$ cat config.mk
export PLATFORM = sky130hd
export DESIGN_NAME = l2_cache
export DESIGN_NICKNAME = d
export VERILOG_FILES = /design/src/l2_pkg.sv /design/src/l2_tag_stage.sv /design/src/l2_dir_stage.sv /design/src/l2_read_stage.sv /design/src/l2_cache.sv
export SDC_FILE = /design/constraint.sdc
export NUM_CORES = 2
export LEC_CHECK = 0
export BUFFER_PORTS_ARGS = -buffer_cell sky130_fd_sc_hd__buf_2
export CAP_MARGIN = 25
export CORE_AREA = 2 2 573 575
export CTS_BUF_LIST = sky130_fd_sc_hd__clkbuf_2 sky130_fd_sc_hd__clkbuf_4 sky130_fd_sc_hd__clkbuf_8
export CTS_CLUSTER_SIZE = 14
export DETAILED_ROUTE_END_ITERATION = 8
export DIE_AREA = 0 0 575 577
export SETUP_SLACK_MARGIN = 0.15
export SLEW_MARGIN = 40
export SYNTH_ARGS = -nofsm -noshare
export SYNTH_HDL_FRONTEND = slang
export SYNTH_SLANG_ARGS = --single-unit
$ cat constraint.sdc
create_clock -name clk -period 24 [get_ports clk]
set_input_delay 4.8 -clock clk [delete_from_list [all_inputs] [get_ports clk]]
set_output_delay 4.8 -clock clk [all_outputs]
set_load 0.02 [all_outputs]
$ cat src/l2_pkg.sv
// L2 cache shared definitions
// Cache dimensions, request codes and the two decodings of a line address
package l2_pkg;

	// L2 organization, 4 ways by 16 sets of one word each
	localparam int num_ways = 4;
	localparam int way_width = 2;
	localparam int l2_set_width = 4;
	localparam int l2_tag_width = 12;
	localparam int l2_num_sets = 1 << l2_set_width;

	// Cores and their L1 data caches
	// The L1 caches are 4-way as well, so an L1 way index is way_width bits wide
	localparam int num_cores = 2;
	localparam int core_width = 1;
	localparam int l1_set_width = 3;
	localparam int l1_tag_width = 13;
	localparam int l1_num_sets = 1 << l1_set_width;

	// Line geometry
	localparam int line_addr_width = 16;
	localparam int data_width = 32;
	localparam int mask_width = 4;

	// Request operations
	typedef enum logic [1:0]
	{
		op_load = 2'd0,
		op_store = 2'd1,
		op_flush = 2'd2,
		op_dinvalidate = 2'd3
	} op_t;

	// Requesting unit within a core
	typedef enum logic
	{
		unit_dcache = 1'b0,
		unit_icache = 1'b1
	} unit_t;

	// A line address splits differently for the L2 and for the L1 directory
	typedef union packed
	{
		struct packed
		{
			logic [l2_tag_width-1:0] tag;
			logic [l2_set_width-1:0] set;
		} l2;
		struct packed
		{
			logic [l1_tag_width-1:0] tag;
			logic [l1_set_width-1:0] set;
		} l1;
	} line_addr_t;

endpackage

$ cat src/l2_tag_stage.sv
`timescale 1ns/1ps
// L2 cache tag stage
// Reads the tag, valid and dirty arrays and the L1 directory for a new request,
// picks a fill victim and applies the updates coming back from the directory stage
module l2_tag_stage(
	input  logic clk,
	input  logic reset,
	input  logic stall_pipeline,
	input  logic req_valid,
	input  logic [l2_pkg::core_width-1:0] req_core,
	input  l2_pkg::unit_t req_unit,
	input  l2_pkg::op_t req_op,
	input  logic [l2_pkg::way_width-1:0] req_l1_way,
	input  l2_pkg::line_addr_t req_address,
	input  logic [l2_pkg::data_width-1:0] req_data,
	input  logic [l2_pkg::mask_width-1:0] req_mask,
	input  logic req_restarted,
	input  logic [l2_pkg::data_width-1:0] req_fill_data,
	input  logic update_tag_enable,
	input  logic update_tag_valid,
	input  logic [l2_pkg::way_width-1:0] update_tag_way,
	input  logic [l2_pkg::l2_set_width-1:0] update_tag_set,
	input  logic [l2_pkg::l2_tag_width-1:0] update_tag_tag,
	input  logic [l2_pkg::num_ways-1:0] update_dirty,
	input  logic [l2_pkg::l2_set_width-1:0] update_dirty_set,
	input  logic new_dirty,
	input  logic update_directory,
	input  logic [l2_pkg::core_width-1:0] update_dir_core,
	input  logic [l2_pkg::l1_set_width-1:0] update_dir_set,
	input  logic [l2_pkg::way_width-1:0] update_dir_way,
	input  logic [l2_pkg::l1_tag_width-1:0] update_dir_tag,
	input  logic update_dir_valid,
	output logic tag_valid,
	output logic [l2_pkg::core_width-1:0] tag_core,
	output l2_pkg::unit_t tag_unit,
	output l2_pkg::op_t tag_op,
	output logic [l2_pkg::way_width-1:0] tag_req_l1_way,
	output l2_pkg::line_addr_t tag_address,
	output logic [l2_pkg::data_width-1:0] tag_data,
	output logic [l2_pkg::mask_width-1:0] tag_mask,
	output logic tag_restarted,
	output logic [l2_pkg::data_width-1:0] tag_fill_data,
	output logic [l2_pkg::num_ways-1:0][l2_pkg::l2_tag_width-1:0] tag_tags,
	output logic [l2_pkg::num_ways-1:0] tag_valids,
	output logic [l2_pkg::num_ways-1:0] tag_dirties,
	output logic [l2_pkg::way_width-1:0] tag_victim_way,
	output logic [l2_pkg::num_cores-1:0] tag_l1_has_line,
	output logic [l2_pkg::num_cores-1:0][l2_pkg::way_width-1:0] tag_l1_way);

	// L2 state, one row of ways per set
	logic [l2_pkg::num_ways-1:0][l2_pkg::l2_tag_width-1:0] tag_mem [l2_pkg::l2_num_sets];
	logic [l2_pkg::num_ways-1:0] valid_mem [l2_pkg::l2_num_sets];
	logic [l2_pkg::num_ways-1:0] dirty_mem [l2_pkg::l2_num_sets];
	logic [l2_pkg::way_width-1:0] rr_ptr [l2_pkg::l2_num_sets];

	// L1 directory, a copy of each core's L1 data cache tags
	logic [l2_pkg::num_ways-1:0] l1_valid_mem [l2_pkg::num_cores][l2_pkg::l1_num_sets];
	logic [l2_pkg::num_ways-1:0][l2_pkg::l1_tag_width-1:0]
		l1_tag_mem [l2_pkg::num_cores][l2_pkg::l1_num_sets];

	logic [l2_pkg::l2_set_width-1:0] l2_set;
	logic [l2_pkg::l1_set_width-1:0] l1_set;
	logic [l2_pkg::num_ways-1:0][l2_pkg::l2_tag_width-1:0] fwd_tags;
	logic [l2_pkg::num_ways-1:0] fwd_valids;
	logic [l2_pkg::num_ways-1:0] fwd_dirties;
	logic [l2_pkg::way_width-1:0] fwd_rr_ptr;
	logic [l2_pkg::way_width-1:0] victim_way;
	logic [l2_pkg::num_cores-1:0] l1_has_line;
	logic [l2_pkg::num_cores-1:0][l2_pkg::way_width-1:0] l1_way;

	assign l2_set = req_address.l2.set;
	assign l1_set = req_address.l1.set;

	// Read the L2 row, bypassing any update written at the coming edge
	always_comb
	begin
		fwd_tags = tag_mem[l2_set];
		fwd_valids = valid_mem[l2_set];
		fwd_rr_ptr = rr_ptr[l2_set];
		fwd_dirties = dirty_mem[l2_set];
		if (update_tag_enable && update_tag_set == l2_set)
		begin
			fwd_tags[update_tag_way] = update_tag_tag;
			fwd_valids[update_tag_way] = update_tag_valid;
			if (update_tag_valid)
				fwd_rr_ptr = fwd_rr_ptr + 1'b1;
		end
		if (update_dirty_set == l2_set)
			fwd_dirties = (fwd_dirties & ~update_dirty) | (update_dirty & {l2_pkg::num_ways{new_dirty}});
	end

	// Lowest invalid way wins, otherwise the set's round-robin pointer
	always_comb
	begin
		victim_way = fwd_rr_ptr;
		for (int w = l2_pkg::num_ways - 1; w >= 0; w--)
			if (!fwd_valids[w])
				victim_way = l2_pkg::way_width'(w);
	end

	// Look the line up in every core's directory row, again with bypass
	always_comb
	begin
		logic [l2_pkg::num_ways-1:0] row_valid;
		logic [l2_pkg::num_ways-1:0][l2_pkg::l1_tag_width-1:0] row_tag;
		for (int c = 0; c < l2_pkg::num_cores; c++)
		begin
			row_valid = l1_valid_mem[c][l1_set];
			row_tag = l1_tag_mem[c][l1_set];
			if (update_directory && update_dir_core == l2_pkg::core_width'(c)
				&& update_dir_set == l1_set)
			begin
				row_valid[update_dir_way] = update_dir_valid;
				row_tag[update_dir_way] = update_dir_tag;
			end
			l1_has_line[c] = 1'b0;
			l1_way[c] = '0;
			for (int w = 0; w < l2_pkg::num_ways; w++)
			begin
				if (row_valid[w] && row_tag[w] == req_address.l1.tag)
				begin
					l1_has_line[c] = 1'b1;
					l1_way[c] = l2_pkg::way_width'(w);
				end
			end
		end
	end

	// Control state of the arrays
	// The update enables already carry the stall, so no extra gating here
	always_ff @(posedge clk, posedge reset)
	begin
		if (reset)
		begin
			for (int s = 0; s < l2_pkg::l2_num_sets; s++)
			begin
				valid_mem[s] <= '0;
				rr_ptr[s] <= '0;
			end
			for (int c = 0; c < l2_pkg::num_cores; c++)
				for (int s = 0; s < l2_pkg::l1_num_sets; s++)
					l1_valid_mem[c][s] <= '0;
		end
		else
		begin
			if (update_tag_enable)
			begin
				valid_mem[update_tag_set][update_tag_way] <= update_tag_valid;
				if (update_tag_valid)
					rr_ptr[update_tag_set] <= rr_ptr[update_tag_set] + 1'b1;
			end
			if (update_directory)
				l1_valid_mem[update_dir_core][update_dir_set][update_dir_way] <= update_dir_valid;
		end
	end

	// Tag and dirty payload, only meaningful where the valid bit is set
	always_ff @(posedge clk)
	begin
		if (update_tag_enable)
			tag_mem[update_tag_set][update_tag_way] <= update_tag_tag;
		for (int w = 0; w < l2_pkg::num_ways; w++)
			if (update_dirty[w])
				dirty_mem[update_dirty_set][w] <= new_dirty;
		if (update_directory)
			l1_tag_mem[update_dir_core][update_dir_set][update_dir_way] <= update_dir_tag;
	end

	// Stage register
	always_ff @(posedge clk, posedge reset)
	begin
		if (reset)
			tag_valid <= 1'b0;
		else if (!stall_pipeline)
			tag_valid <= req_valid;
	end

	always_ff @(posedge clk)
	begin
		if (!stall_pipeline)
		begin
			tag_core <= req_core;
			tag_unit <= req_unit;
			tag_op <= req_op;
			tag_req_l1_way <= req_l1_way;
			tag_address <= req_address;
			tag_data <= req_data;
			tag_mask <= req_mask;
			tag_restarted <= req_restarted;
			tag_fill_data <= req_fill_data;
			tag_tags <= fwd_tags;
			tag_valids <= fwd_valids;
			tag_dirties <= fwd_dirties;
			tag_victim_way <= victim_way;
			tag_l1_has_line <= l1_has_line;
			tag_l1_way <= l1_way;
		end
	end

endmodule

$ cat src/l2_dir_stage.sv
`timescale 1ns/1ps
// L2 cache directory stage
// Resolves hit, fill and victim from the tag lookup, drives tag, dirty and
// L1 directory updates back into the tag stage and raises hit and miss events
module l2_dir_stage(
	input  logic clk,
	input  logic reset,
	input  logic stall_pipeline,
	input  logic tag_valid,
	input  logic [l2_pkg::core_width-1:0] tag_core,
	input  l2_pkg::unit_t tag_unit,
	input  l2_pkg::op_t tag_op,
	input  logic [l2_pkg::way_width-1:0] tag_req_l1_way,
	input  l2_pkg::line_addr_t tag_address,
	input  logic [l2_pkg::data_width-1:0] tag_data,
	input  logic [l2_pkg::mask_width-1:0] tag_mask,
	input  logic tag_restarted,
	input  logic [l2_pkg::data_width-1:0] tag_fill_data,
	input  logic [l2_pkg::num_ways-1:0][l2_pkg::l2_tag_width-1:0] tag_tags,
	input  logic [l2_pkg::num_ways-1:0] tag_valids,
	input  logic [l2_pkg::num_ways-1:0] tag_dirties,
	input  logic [l2_pkg::way_width-1:0] tag_victim_way,
	input  logic [l2_pkg::num_cores-1:0] tag_l1_has_line,
	input  logic [l2_pkg::num_cores-1:0][l2_pkg::way_width-1:0] tag_l1_way,
	output logic dir_valid,
	output logic [l2_pkg::core_width-1:0] dir_core,
	output l2_pkg::unit_t dir_unit,
	output l2_pkg::op_t dir_op,
	output l2_pkg::line_addr_t dir_address,
	output logic [l2_pkg::data_width-1:0] dir_data,
	output logic [l2_pkg::mask_width-1:0] dir_mask,
	output logic [l2_pkg::data_width-1:0] dir_fill_data,
	output logic dir_is_fill,
	output logic dir_cache_hit,
	output logic [l2_pkg::way_width-1:0] dir_hit_way,
	output logic [l2_pkg::way_width-1:0] dir_fill_way,
	output logic [l2_pkg::l2_tag_width-1:0] dir_old_tag,
	output logic [l2_pkg::num_ways-1:0] dir_dirties,
	output logic update_tag_enable,
	output logic update_tag_valid,
	output logic [l2_pkg::way_width-1:0] update_tag_way,
	output logic [l2_pkg::l2_set_width-1:0] update_tag_set,
	output logic [l2_pkg::l2_tag_width-1:0] update_tag_tag,
	output logic [l2_pkg::num_ways-1:0] update_dirty,
	output logic [l2_pkg::l2_set_width-1:0] update_dirty_set,
	output logic new_dirty,
	output logic update_directory,
	output logic [l2_pkg::core_width-1:0] update_dir_core,
	output logic [l2_pkg::l1_set_width-1:0] update_dir_set,
	output logic [l2_pkg::way_width-1:0] update_dir_way,
	output logic [l2_pkg::l1_tag_width-1:0] update_dir_tag,
	output logic update_dir_valid,
	output logic event_hit,
	output logic event_miss);

	logic [l2_pkg::num_ways-1:0] way_hit;
	logic [l2_pkg::way_width-1:0] hit_way;
	logic [l2_pkg::way_width-1:0] target_way;
	logic cache_hit, is_fill, advance;
	logic is_load, is_store, is_flush, is_invalidate;

	assign is_load = tag_op == l2_pkg::op_load;
	assign is_store = tag_op == l2_pkg::op_store;
	assign is_flush = tag_op == l2_pkg::op_flush;
	assign is_invalidate = tag_op == l2_pkg::op_dinvalidate;

	// Compare the request tag against every valid way
	// At most one way can match, so the encoder just keeps the last match
	always_comb
	begin
		hit_way = '0;
		for (int w = 0; w < l2_pkg::num_ways; w++)
		begin
			way_hit[w] = tag_valids[w] && tag_tags[w] == tag_address.l2.tag;
			if (way_hit[w])
				hit_way = l2_pkg::way_width'(w);
		end
	end

	assign cache_hit = |way_hit;

	// A full-mask store miss overwrites the whole line, so there is nothing to fetch
	assign is_fill = tag_restarted || (is_store && tag_mask == '1 && !cache_hit);

	// Fills land in the victim way and everything else works on the hit way
	assign target_way = is_fill ? tag_victim_way : hit_way;

	// Updates are only issued when the request really moves on at this edge
	assign advance = tag_valid && !stall_pipeline;

	// Tags are written by fills and cleared by invalidates that hit
	assign update_tag_enable = advance && (is_fill || (is_invalidate && cache_hit));
	assign update_tag_valid = !is_invalidate;
	assign update_tag_way = target_way;
	assign update_tag_set = tag_address.l2.set;
	assign update_tag_tag = tag_address.l2.tag;

	// Dirty bits, a fill is dirty only when it carries store data
	assign update_dirty = (advance && (is_fill || (cache_hit && (is_store || is_flush))))
		? l2_pkg::num_ways'(1) << target_way : '0;
	assign update_dirty_set = tag_address.l2.set;
	assign new_dirty = is_fill ? is_store : !is_flush;

	// The L1 data cache receives the line on a load, so record it in the directory
	// An invalidate drops the entry only from the requesting core
	assign update_directory = advance && ((is_load && tag_unit == l2_pkg::unit_dcache
		&& (cache_hit || is_fill)) || (is_invalidate && tag_l1_has_line[tag_core]));
	assign update_dir_core = tag_core;
	assign update_dir_set = tag_address.l1.set;
	assign update_dir_way = is_invalidate ? tag_l1_way[tag_core] : tag_req_l1_way;
	assign update_dir_tag = tag_address.l1.tag;
	assign update_dir_valid = !is_invalidate;

	// Only the first pass of a load or store is counted
	// A full-mask store miss still counts as a miss
	assign event_hit = advance && !tag_restarted && (is_load || is_store) && cache_hit;
	assign event_miss = advance && !tag_restarted && (is_load || is_store) && !cache_hit;

	// Stage register
	always_ff @(posedge clk, posedge reset)
	begin
		if (reset)
			dir_valid <= 1'b0;
		else if (!stall_pipeline)
			dir_valid <= tag_valid;
	end

	always_ff @(posedge clk)
	begin
		if (!stall_pipeline)
		begin
			dir_core <= tag_core;
			dir_unit <= tag_unit;
			dir_op <= tag_op;
			dir_address <= tag_address;
			dir_data <= tag_data;
			dir_mask <= tag_mask;
			dir_fill_data <= tag_fill_data;
			dir_is_fill <= is_fill;
			dir_cache_hit <= cache_hit;
			dir_hit_way <= hit_way;
			dir_fill_way <= tag_victim_way;
			// Tag of whatever occupies the target way, used to rebuild a writeback
			dir_old_tag <= tag_tags[target_way];
			dir_dirties <= tag_dirties & tag_valids;
		end
	end

endmodule

$ cat src/l2_read_stage.sv
`timescale 1ns/1ps
// L2 cache read stage
// Reads and updates the data array, builds the response with any dirty
// writeback and counts hit and miss events
module l2_read_stage(
	input  logic clk,
	input  logic reset,
	input  logic stall_pipeline,
	input  logic dir_valid,
	input  logic [l2_pkg::core_width-1:0] dir_core,
	input  l2_pkg::unit_t dir_unit,
	input  l2_pkg::op_t dir_op,
	input  l2_pkg::line_addr_t dir_address,
	input  logic [l2_pkg::data_width-1:0] dir_data,
	input  logic [l2_pkg::mask_width-1:0] dir_mask,
	input  logic [l2_pkg::data_width-1:0] dir_fill_data,
	input  logic dir_is_fill,
	input  logic dir_cache_hit,
	input  logic [l2_pkg::way_width-1:0] dir_hit_way,
	input  logic [l2_pkg::way_width-1:0] dir_fill_way,
	input  logic [l2_pkg::l2_tag_width-1:0] dir_old_tag,
	input  logic [l2_pkg::num_ways-1:0] dir_dirties,
	input  logic event_hit,
	input  logic event_miss,
	output logic resp_valid,
	output logic [l2_pkg::core_width-1:0] resp_core,
	output l2_pkg::unit_t resp_unit,
	output l2_pkg::op_t resp_op,
	output l2_pkg::line_addr_t resp_address,
	output logic resp_hit,
	output logic resp_miss,
	output logic [l2_pkg::data_width-1:0] resp_data,
	output logic resp_writeback,
	output l2_pkg::line_addr_t resp_wb_address,
	output logic [l2_pkg::data_width-1:0] resp_wb_data,
	output logic [15:0] perf_hits,
	output logic [15:0] perf_misses);

	logic [l2_pkg::data_width-1:0] data_mem [l2_pkg::l2_num_sets][l2_pkg::num_ways];
	logic [l2_pkg::way_width-1:0] line_way;
	logic [l2_pkg::data_width-1:0] old_line, new_line;
	logic is_store, write_line;

	// Replace the bytes of base selected by mask with those of bytes
	function automatic logic [l2_pkg::data_width-1:0] merge_bytes(
		input logic [l2_pkg::data_width-1:0] base,
		input logic [l2_pkg::data_width-1:0] bytes,
		input logic [l2_pkg::mask_width-1:0] mask);
		logic [l2_pkg::data_width-1:0] result;
		result = base;
		for (int b = 0; b < l2_pkg::mask_width; b++)
			if (mask[b])
				result[b * 8 +: 8] = bytes[b * 8 +: 8];
		return result;
	endfunction

	assign is_store = dir_op == l2_pkg::op_store;
	assign line_way = dir_is_fill ? dir_fill_way : dir_hit_way;

	// Old contents of the addressed way, which is also the writeback data
	assign old_line = data_mem[dir_address.l2.set][line_way];

	// A fill takes the memory word with any store bytes laid on top
	always_comb
	begin
		if (dir_is_fill)
			new_line = merge_bytes(dir_fill_data, dir_data, dir_mask & {l2_pkg::mask_width{is_store}});
		else if (is_store && dir_cache_hit)
			new_line = merge_bytes(old_line, dir_data, dir_mask);
		else
			new_line = old_line;
	end

	assign write_line = dir_valid && !stall_pipeline && (dir_is_fill || (is_store && dir_cache_hit));

	always_ff @(posedge clk)
	begin
		if (write_line)
			data_mem[dir_address.l2.set][line_way] <= new_line;
	end

	// Response register, which holds while the consumer is not ready
	always_ff @(posedge clk, posedge reset)
	begin
		if (reset)
			resp_valid <= 1'b0;
		else if (!stall_pipeline)
			resp_valid <= dir_valid;
	end

	always_ff @(posedge clk)
	begin
		if (!stall_pipeline)
		begin
			resp_core <= dir_core;
			resp_unit <= dir_unit;
			resp_op <= dir_op;
			resp_address <= dir_address;
			resp_hit <= dir_cache_hit || dir_is_fill;
			resp_miss <= (dir_op == l2_pkg::op_load || is_store) && !dir_cache_hit && !dir_is_fill;
			resp_data <= new_line;
			// Evicting a dirty line hands the old word back to memory
			resp_writeback <= dir_is_fill && dir_dirties[dir_fill_way];
			resp_wb_address <= {dir_old_tag, dir_address.l2.set};
			resp_wb_data <= old_line;
		end
	end

	// Event counters, the events already carry the stall
	always_ff @(posedge clk, posedge reset)
	begin
		if (reset)
		begin
			perf_hits <= '0;
			perf_misses <= '0;
		end
		else
		begin
			if (event_hit)
				perf_hits <= perf_hits + 1'b1;
			if (event_miss)
				perf_misses <= perf_misses + 1'b1;
		end
	end

endmodule

$ cat src/l2_cache.sv
`timescale 1ns/1ps
// Shared L2 cache
// Three-stage pipeline of tag lookup, directory resolution and data read,
// stalled as a whole while a response waits for the consumer
module l2_cache(
	input  logic clk,
	input  logic reset,
	input  logic req_valid,
	input  logic [l2_pkg::core_width-1:0] req_core,
	input  l2_pkg::unit_t req_unit,
	input  l2_pkg::op_t req_op,
	input  logic [l2_pkg::way_width-1:0] req_l1_way,
	input  l2_pkg::line_addr_t req_address,
	input  logic [l2_pkg::data_width-1:0] req_data,
	input  logic [l2_pkg::mask_width-1:0] req_mask,
	input  logic req_restarted,
	input  logic [l2_pkg::data_width-1:0] req_fill_data,
	output logic req_ready,
	output logic resp_valid,
	output logic [l2_pkg::core_width-1:0] resp_core,
	output l2_pkg::unit_t resp_unit,
	output l2_pkg::op_t resp_op,
	output l2_pkg::line_addr_t resp_address,
	output logic resp_hit,
	output logic resp_miss,
	output logic [l2_pkg::data_width-1:0] resp_data,
	output logic resp_writeback,
	output l2_pkg::line_addr_t resp_wb_address,
	output logic [l2_pkg::data_width-1:0] resp_wb_data,
	input  logic resp_ready,
	output logic [15:0] perf_hits,
	output logic [15:0] perf_misses);

	logic stall_pipeline;

	// Tag stage to directory stage
	logic tag_valid, tag_restarted;
	logic [l2_pkg::core_width-1:0] tag_core;
	l2_pkg::unit_t tag_unit;
	l2_pkg::op_t tag_op;
	logic [l2_pkg::way_width-1:0] tag_req_l1_way, tag_victim_way;
	l2_pkg::line_addr_t tag_address;
	logic [l2_pkg::data_width-1:0] tag_data, tag_fill_data;
	logic [l2_pkg::mask_width-1:0] tag_mask;
	logic [l2_pkg::num_ways-1:0][l2_pkg::l2_tag_width-1:0] tag_tags;
	logic [l2_pkg::num_ways-1:0] tag_valids, tag_dirties;
	logic [l2_pkg::num_cores-1:0] tag_l1_has_line;
	logic [l2_pkg::num_cores-1:0][l2_pkg::way_width-1:0] tag_l1_way;

	// Directory stage back into the tag stage
	logic update_tag_enable, update_tag_valid, new_dirty;
	logic update_directory, update_dir_valid;
	logic [l2_pkg::way_width-1:0] update_tag_way, update_dir_way;
	logic [l2_pkg::l2_set_width-1:0] update_tag_set, update_dirty_set;
	logic [l2_pkg::l2_tag_width-1:0] update_tag_tag;
	logic [l2_pkg::num_ways-1:0] update_dirty;
	logic [l2_pkg::core_width-1:0] update_dir_core;
	logic [l2_pkg::l1_set_width-1:0] update_dir_set;
	logic [l2_pkg::l1_tag_width-1:0] update_dir_tag;

	// Directory stage to read stage
	logic dir_valid, dir_is_fill, dir_cache_hit, event_hit, event_miss;
	logic [l2_pkg::core_width-1:0] dir_core;
	l2_pkg::unit_t dir_unit;
	l2_pkg::op_t dir_op;
	l2_pkg::line_addr_t dir_address;
	logic [l2_pkg::data_width-1:0] dir_data, dir_fill_data;
	logic [l2_pkg::mask_width-1:0] dir_mask;
	logic [l2_pkg::way_width-1:0] dir_hit_way, dir_fill_way;
	logic [l2_pkg::l2_tag_width-1:0] dir_old_tag;
	logic [l2_pkg::num_ways-1:0] dir_dirties;

	// A response nobody takes freezes every stage, so nothing is lost in flight
	assign stall_pipeline = resp_valid && !resp_ready;
	assign req_ready = !stall_pipeline;

	l2_tag_stage tag_stage(.*);
	l2_dir_stage dir_stage(.*);
	l2_read_stage read_stage(.*);

endmodule

### Yosys cells after proc, flatten, opt, wreduce, memory -nomap -nowiden

Memories as Yosys holds them, arrays and structs flattened. A register that Yosys moved wholly into a read port is not among the register bits.
Index checks and enable logic that the tools add are counted.

| word-level totals | value |
|---|---|
| flip-flop bits (word level) | 491 |
| RAM bits | 2880 |
| input bits | 95 |
| output and inout port bits | 137 |
| logic and storage cells | 227 |
| memories | 3 |

Memories:

| name | depth | bits a word | read ports | clocked after Yosys merged registers in | wr ports | line | text |
|---|---|---|---|---|---|---|---|
| read_stage.data_mem | 16 | 128 | 1 | 1 | 1 | l2_read_stage.sv:39 | `logic [l2_pkg::data_width-1:0] data_mem [l2_pkg::l2_num_sets][l2_pkg::num_ways];` |
| tag_stage.tag_mem | 16 | 48 | 1 | 0 | 1 | l2_tag_stage.sv:51 | `logic [l2_pkg::num_ways-1:0][l2_pkg::l2_tag_width-1:0] tag_mem [l2_pkg::l2_num_sets];` |
| tag_stage.dirty_mem | 16 | 4 | 1 | 0 | 1 | l2_tag_stage.sv:53 | `logic [l2_pkg::num_ways-1:0] dirty_mem [l2_pkg::l2_num_sets];` |

| cells by class | value |
|---|---|
| add/sub/neg operators | 4 |
| $lt $le $gt $ge | 8 |
| equal/unequal tests | 10 |
| shift-type cells | 1 |
| mux-type cells | 68 |
| bitwise logic cells | 10 |
| reductions and logical operators | 47 |

Operators by type and width:

| kind | number |
|---|---|
| 2-to-1 mux 32 bit | 5 |
| 2-to-1 mux 128 bit | 1 |
| 2-to-1 mux 48 bit | 2 |
| binary-select mux 32 bit (select 2 bit) | 1 |
| bitwise mux 64 bit | 1 |
| demux 32 bit (select 2 bit) | 1 |
| 2-to-1 mux 8 bit | 8 |
| bitwise mux 48 bit | 1 |
| == test 12 bit | 4 |
| adder 16 x 1 -> 16 bit, second input constant | 2 |
| bitwise mux 32 bit | 1 |
| 2-to-1 mux 4 bit | 7 |
| logical AND 1 bit | 26 |
| 2-to-1 mux 2 bit | 13 |
| binary-select mux 12 bit (select 2 bit) | 1 |
| demux 12 bit (select 2 bit) | 1 |
| 2-to-1 mux 12 bit | 2 |
| bitwise AND 4 bit | 4 |
| binary-select mux 2 bit (select 4 bit) | 2 |
| binary-select mux 4 bit (select 4 bit) | 1 |
| demux 4 bit (select 4 bit) | 1 |
| 2-to-1 mux 1 bit | 15 |
| greater-or-equal comparator 5 bit, second input constant | 2 |
| NOT 4 -> 5 bit | 2 |
| 24 further kinds | 44 |

### Longest topological paths before layout

| logic depth | value |
|---|---|
| word-level depth | 16 |
| mapped depth | 12 |
| gate-level depth less buffers | 9 |

### By module

From an unflattened synthesis, not the netlist that was laid out.

| unflattened totals | value |
|---|---|
| cells, all modules | 8333 |
| area, all modules | 168455.3 µm² |

Modules (own cells, without submodules):

| module | instances | cells an instance | area an instance (µm²) | seq. area each (µm²) |
|---|---|---|---|---|
| l2_read_stage | 1 | 4170 | 83844.2 | 65297.6 |
| l2_tag_stage | 1 | 3774 | 79208.5 | 58651.3 |
| l2_dir_stage | 1 | 387 | 5390.2 | 3328.2 |
| l2_cache | 1 | 2 | 12.5 | 0.0 |

### Worst setup path before layout

No wires, ideal clock.

| path | value |
|---|---|
| kind | input to output |
| start | in resp_ready |
| end | out req_ready |
| arrival time | 14897 ps |
| data required time | 19200 ps |
| path slack | 4303 ps |
| cell stages on the path | 2 |
| buffers on the path | 1 |
| path through | nand2b_1 > clkbuf_1 |

| between the ends | value |
|---|---|
| cells in the longest elaborated chain, start to end | 3 |

Ends and longest elaborated chain:

| element | line | text |
|---|---|---|
| from (decl) | l2_cache.sv:30 | `input logic resp_ready,` |
| logical NOT 1 bit | l2_cache.sv:74 | `assign stall_pipeline = resp_valid && !resp_ready;` |
| logical AND 1 bit | l2_cache.sv:74 |  |
| logical NOT 1 bit | l2_cache.sv:75 | `assign req_ready = !stall_pipeline;` |
| to (decl) | l2_cache.sv:18 | `output logic req_ready,` |

Every way passes these cells.

### Worst setup path after layout

Ends and elaborated chain as after synthesis.

==> metrics <==
status completed; CP required 19.20 ns; Rel. slew slack 33.5%; DR iter-0 viols 5,802; cell row count 210; worst setup path category in2out; CTS tree built; post-CTS setup buffers 0; I/O pins 232; most frequent cell on the critical path buf_2; Pwr per Cell Area 100 nW/um^2; share of layout cells above drive strength 1 36.8%; pin slew with the least headroom to its limit 0.989 ns; Die H 577 um; Post-synth ARST share 3.89%; DRC 0; post-synthesis cell area 130,000 um^2; clock root buffer clkbuf_8; largest delay contributor family on the critical path buffers and inverters; Inserted Clock Buffers 551; wirelength, routed 320,000 um; Port Buffer Count 229; top cell type's share of synthesized area 74.9%; most common cell in the netlist edfxtp_1; Layout area overhead 14.6%; Worst Hold Class reg2reg; clock transition at the registers of the reported paths 0.06 ns; Crit. End Element output port; synth unique cells 59; average wire per standard cell 28.6 um; antenna viol nets, final 0; Tcrit/Tclk final 42.8%; post-CTS resize count 0; crit-path cells buf_2 > nand2b_4 > buf_2; Period minus WS final 10.27 ns; largest net degree at the start of global routing 132; largest area contributor in the netlist edfxtp_1; CP Max Fanout 2; Yosys warnings 0; Max VDD drop 81.0 uV; buffer depth of the longest clock path 4; initial antenna violation count 6; CP Depth 3; Post-synth EDFFs 3,236; P_leak 0.0474 uW; RSZ-0062 raised after global routing no; chip width 575 um; Synth Instances 5,716; Max Cap Viol 0; vias in the first global route 64.7k; Core ar. 326,000 um^2; first-pass GRT wire length 458,000 um; Startpoint Class primary input; Final Skew 0.113 ns; Critical Path Sink req_ready; list of most frequent post-synthesis cells edfxtp_1 (3,236), mux4_2 (940), nor2_1 (296); Fin. Hold Viols 0; syn nets 5,817; clk sinks 3,371; fill count 27.3k; Worst R2R End read_stage.resp_data[0]; pre-CTS WS 13.71 ns; post-synthesis sequential area ratio 77.5%; Synth area leaders edfxtp_1 (75%), mux4_2 (16%), dfrtp_1 (2.5%), nor2_1 (0.86%), mux2_2 (0.78%); WP data arrival 5.47 ns; max incr delay on CP 0.33 ns; TritonRoute pass-1 iters 8; Vias/cell 5.55; synthesis-stage register bit count 3,371; Fmax 97.4 MHz; global-route total usage across every layer 19.0%; Worst Path Buf+Inv 2; nets 6,495; Die ar. 332,000 um^2; R2R depth 11; synthesized area per cell 22.7 um^2; H-Tree Depth 6; top_reg_cell synth edfxtp_1; Final TNS setup 0 ns; CTS Hold Bufs 0; Slew Viols, Final 0; Crit-path slowest cell buf_2; via count 61.9k; worst setup margin 13.73 ns; DP Wirelength 181,000 um; # setup viols final 0; Worst Setup SP resp_ready; R2R Setup Slk 17.52 ns; gpl congestion 0.787; GRT overflow 0; Initial Utilization 39.8%; worst skew pair latency 1.17 ns
## layer usage
metal,share of wire [%],vias to the layer above,track usage [%]
met1,41,33700,25.6
li1,-,25500,-
met5,0,-,0
met4,2.6,0,5.53
met3,6.0,484,3.01
met2,51,2254,32.1
## cell type report
type / instances / area (um^2) / area share [%]
sequential: 3371 / 101000 / 67.6
multi-input combinational: 1996 / 29100 / 19.6
clock buffer: 759 / 9260 / 6.23
tap: 4346 / 5440 / 3.66
timing repair buffer: 452 / 3040 / 2.04
clock inverter: 201 / 1240 / 0.832
inverter: 22 / 87.6 / 0.0589
antenna: 10 / 25.0 / 0.0168
## power by group
group,switching [uW],total [uW],internal [uW]
clock network,2250,4820,2570
logic,1720,2590,877
registers,187,7510,7320
## layout by cell type (no fill, tap or decap), types with 18 or more instances in the layout
cell / instances
a21oi_1: 43
edfxtp_1: 3236
mux4_2: 940
nand2b_1: 33
clkinv_2: 33
mux2i_1: 49
inv_1: 21
xnor2_1: 72
clkbuf_4: 189
nand3_1: 57
a221oi_4: 32
buf_6: 28
dfrtp_1: 131
buf_2: 226
clkbuf_8: 570
clkinv_1: 116
nand4_1: 18
o31ai_1: 64
nor2b_1: 51
buf_4: 190
nor2_2: 31
mux2_2: 90
nand2_1: 83
nor2_1: 186
o21ai_0: 67
nor2_4: 79
## how the worst min path moves through the flow
stage | from | end | slack [ns] | cells past startpoint
floorplan | tag_stage.tag_core | dir_stage.dir_core | 0.40 | 0
global route | tag_stage.tag_fill_data[13] | dir_stage.dir_fill_data[13] | 0.41 | 0
global placement | dir_stage.dir_core | read_stage.resp_core | 0.40 | 0
CTS | tag_stage.tag_data[10] | dir_stage.dir_data[10] | 0.39 | 0
detailed placement | tag_stage.tag_data[10] | dir_stage.dir_data[10] | 0.40 | 0
finish | tag_stage.tag_fill_data[13] | dir_stage.dir_fill_data[13] | 0.40 | 0
## flip-flops by register name, summed over array words and instances, names as in the netlist, 32 cells and up, named ones only
signal                   cells
dir_stage.dir_data          32
dir_stage.dir_fill_data     32
read_stage.data_mem       2048
read_stage.resp_data        32
read_stage.resp_wb_data     32
tag_stage.dirty_mem         64
tag_stage.rr_ptr            32
tag_stage.tag_data          32
tag_stage.tag_fill_data     32
tag_stage.tag_mem          768
tag_stage.tag_tags          48
tag_stage.valid_mem         64
## cells by family (layout without fill, tap and decap cells)
logic type | Yosys count | in the layout | share of synthesized area, %
and+or+nand+nor | 578 | 578 | 2.02
other | 0 | 10 | 0
adders and majority gates | 6 | 6 | 0.0578
AOI/OAI and AO/OA | 246 | 246 | 1.27
buffers and inverters | 349 | 1434 | 1.12
muxes | 1081 | 1081 | 17.5
DFF | 3371 | 3371 | 77.5
xor gates and xnor gates | 85 | 85 | 0.574
## through the flow
step	std cells	utilization [%]	hold WS, ns	cell area (um^2)	total power, uW
finish	11200	45.7	0.403	149000	14900
global route	11200	45.7	0.411	149000	15500
CTS	11100	45.6	0.394	149000	15100
detailed placement	10200	42.4	0.405	138000	10300
global placement	10200	42.3	0.401	138000	10200
floorplan	5716	-	0.400	130000	9190
No activity file was read; power rests on OpenSTA's default activity.
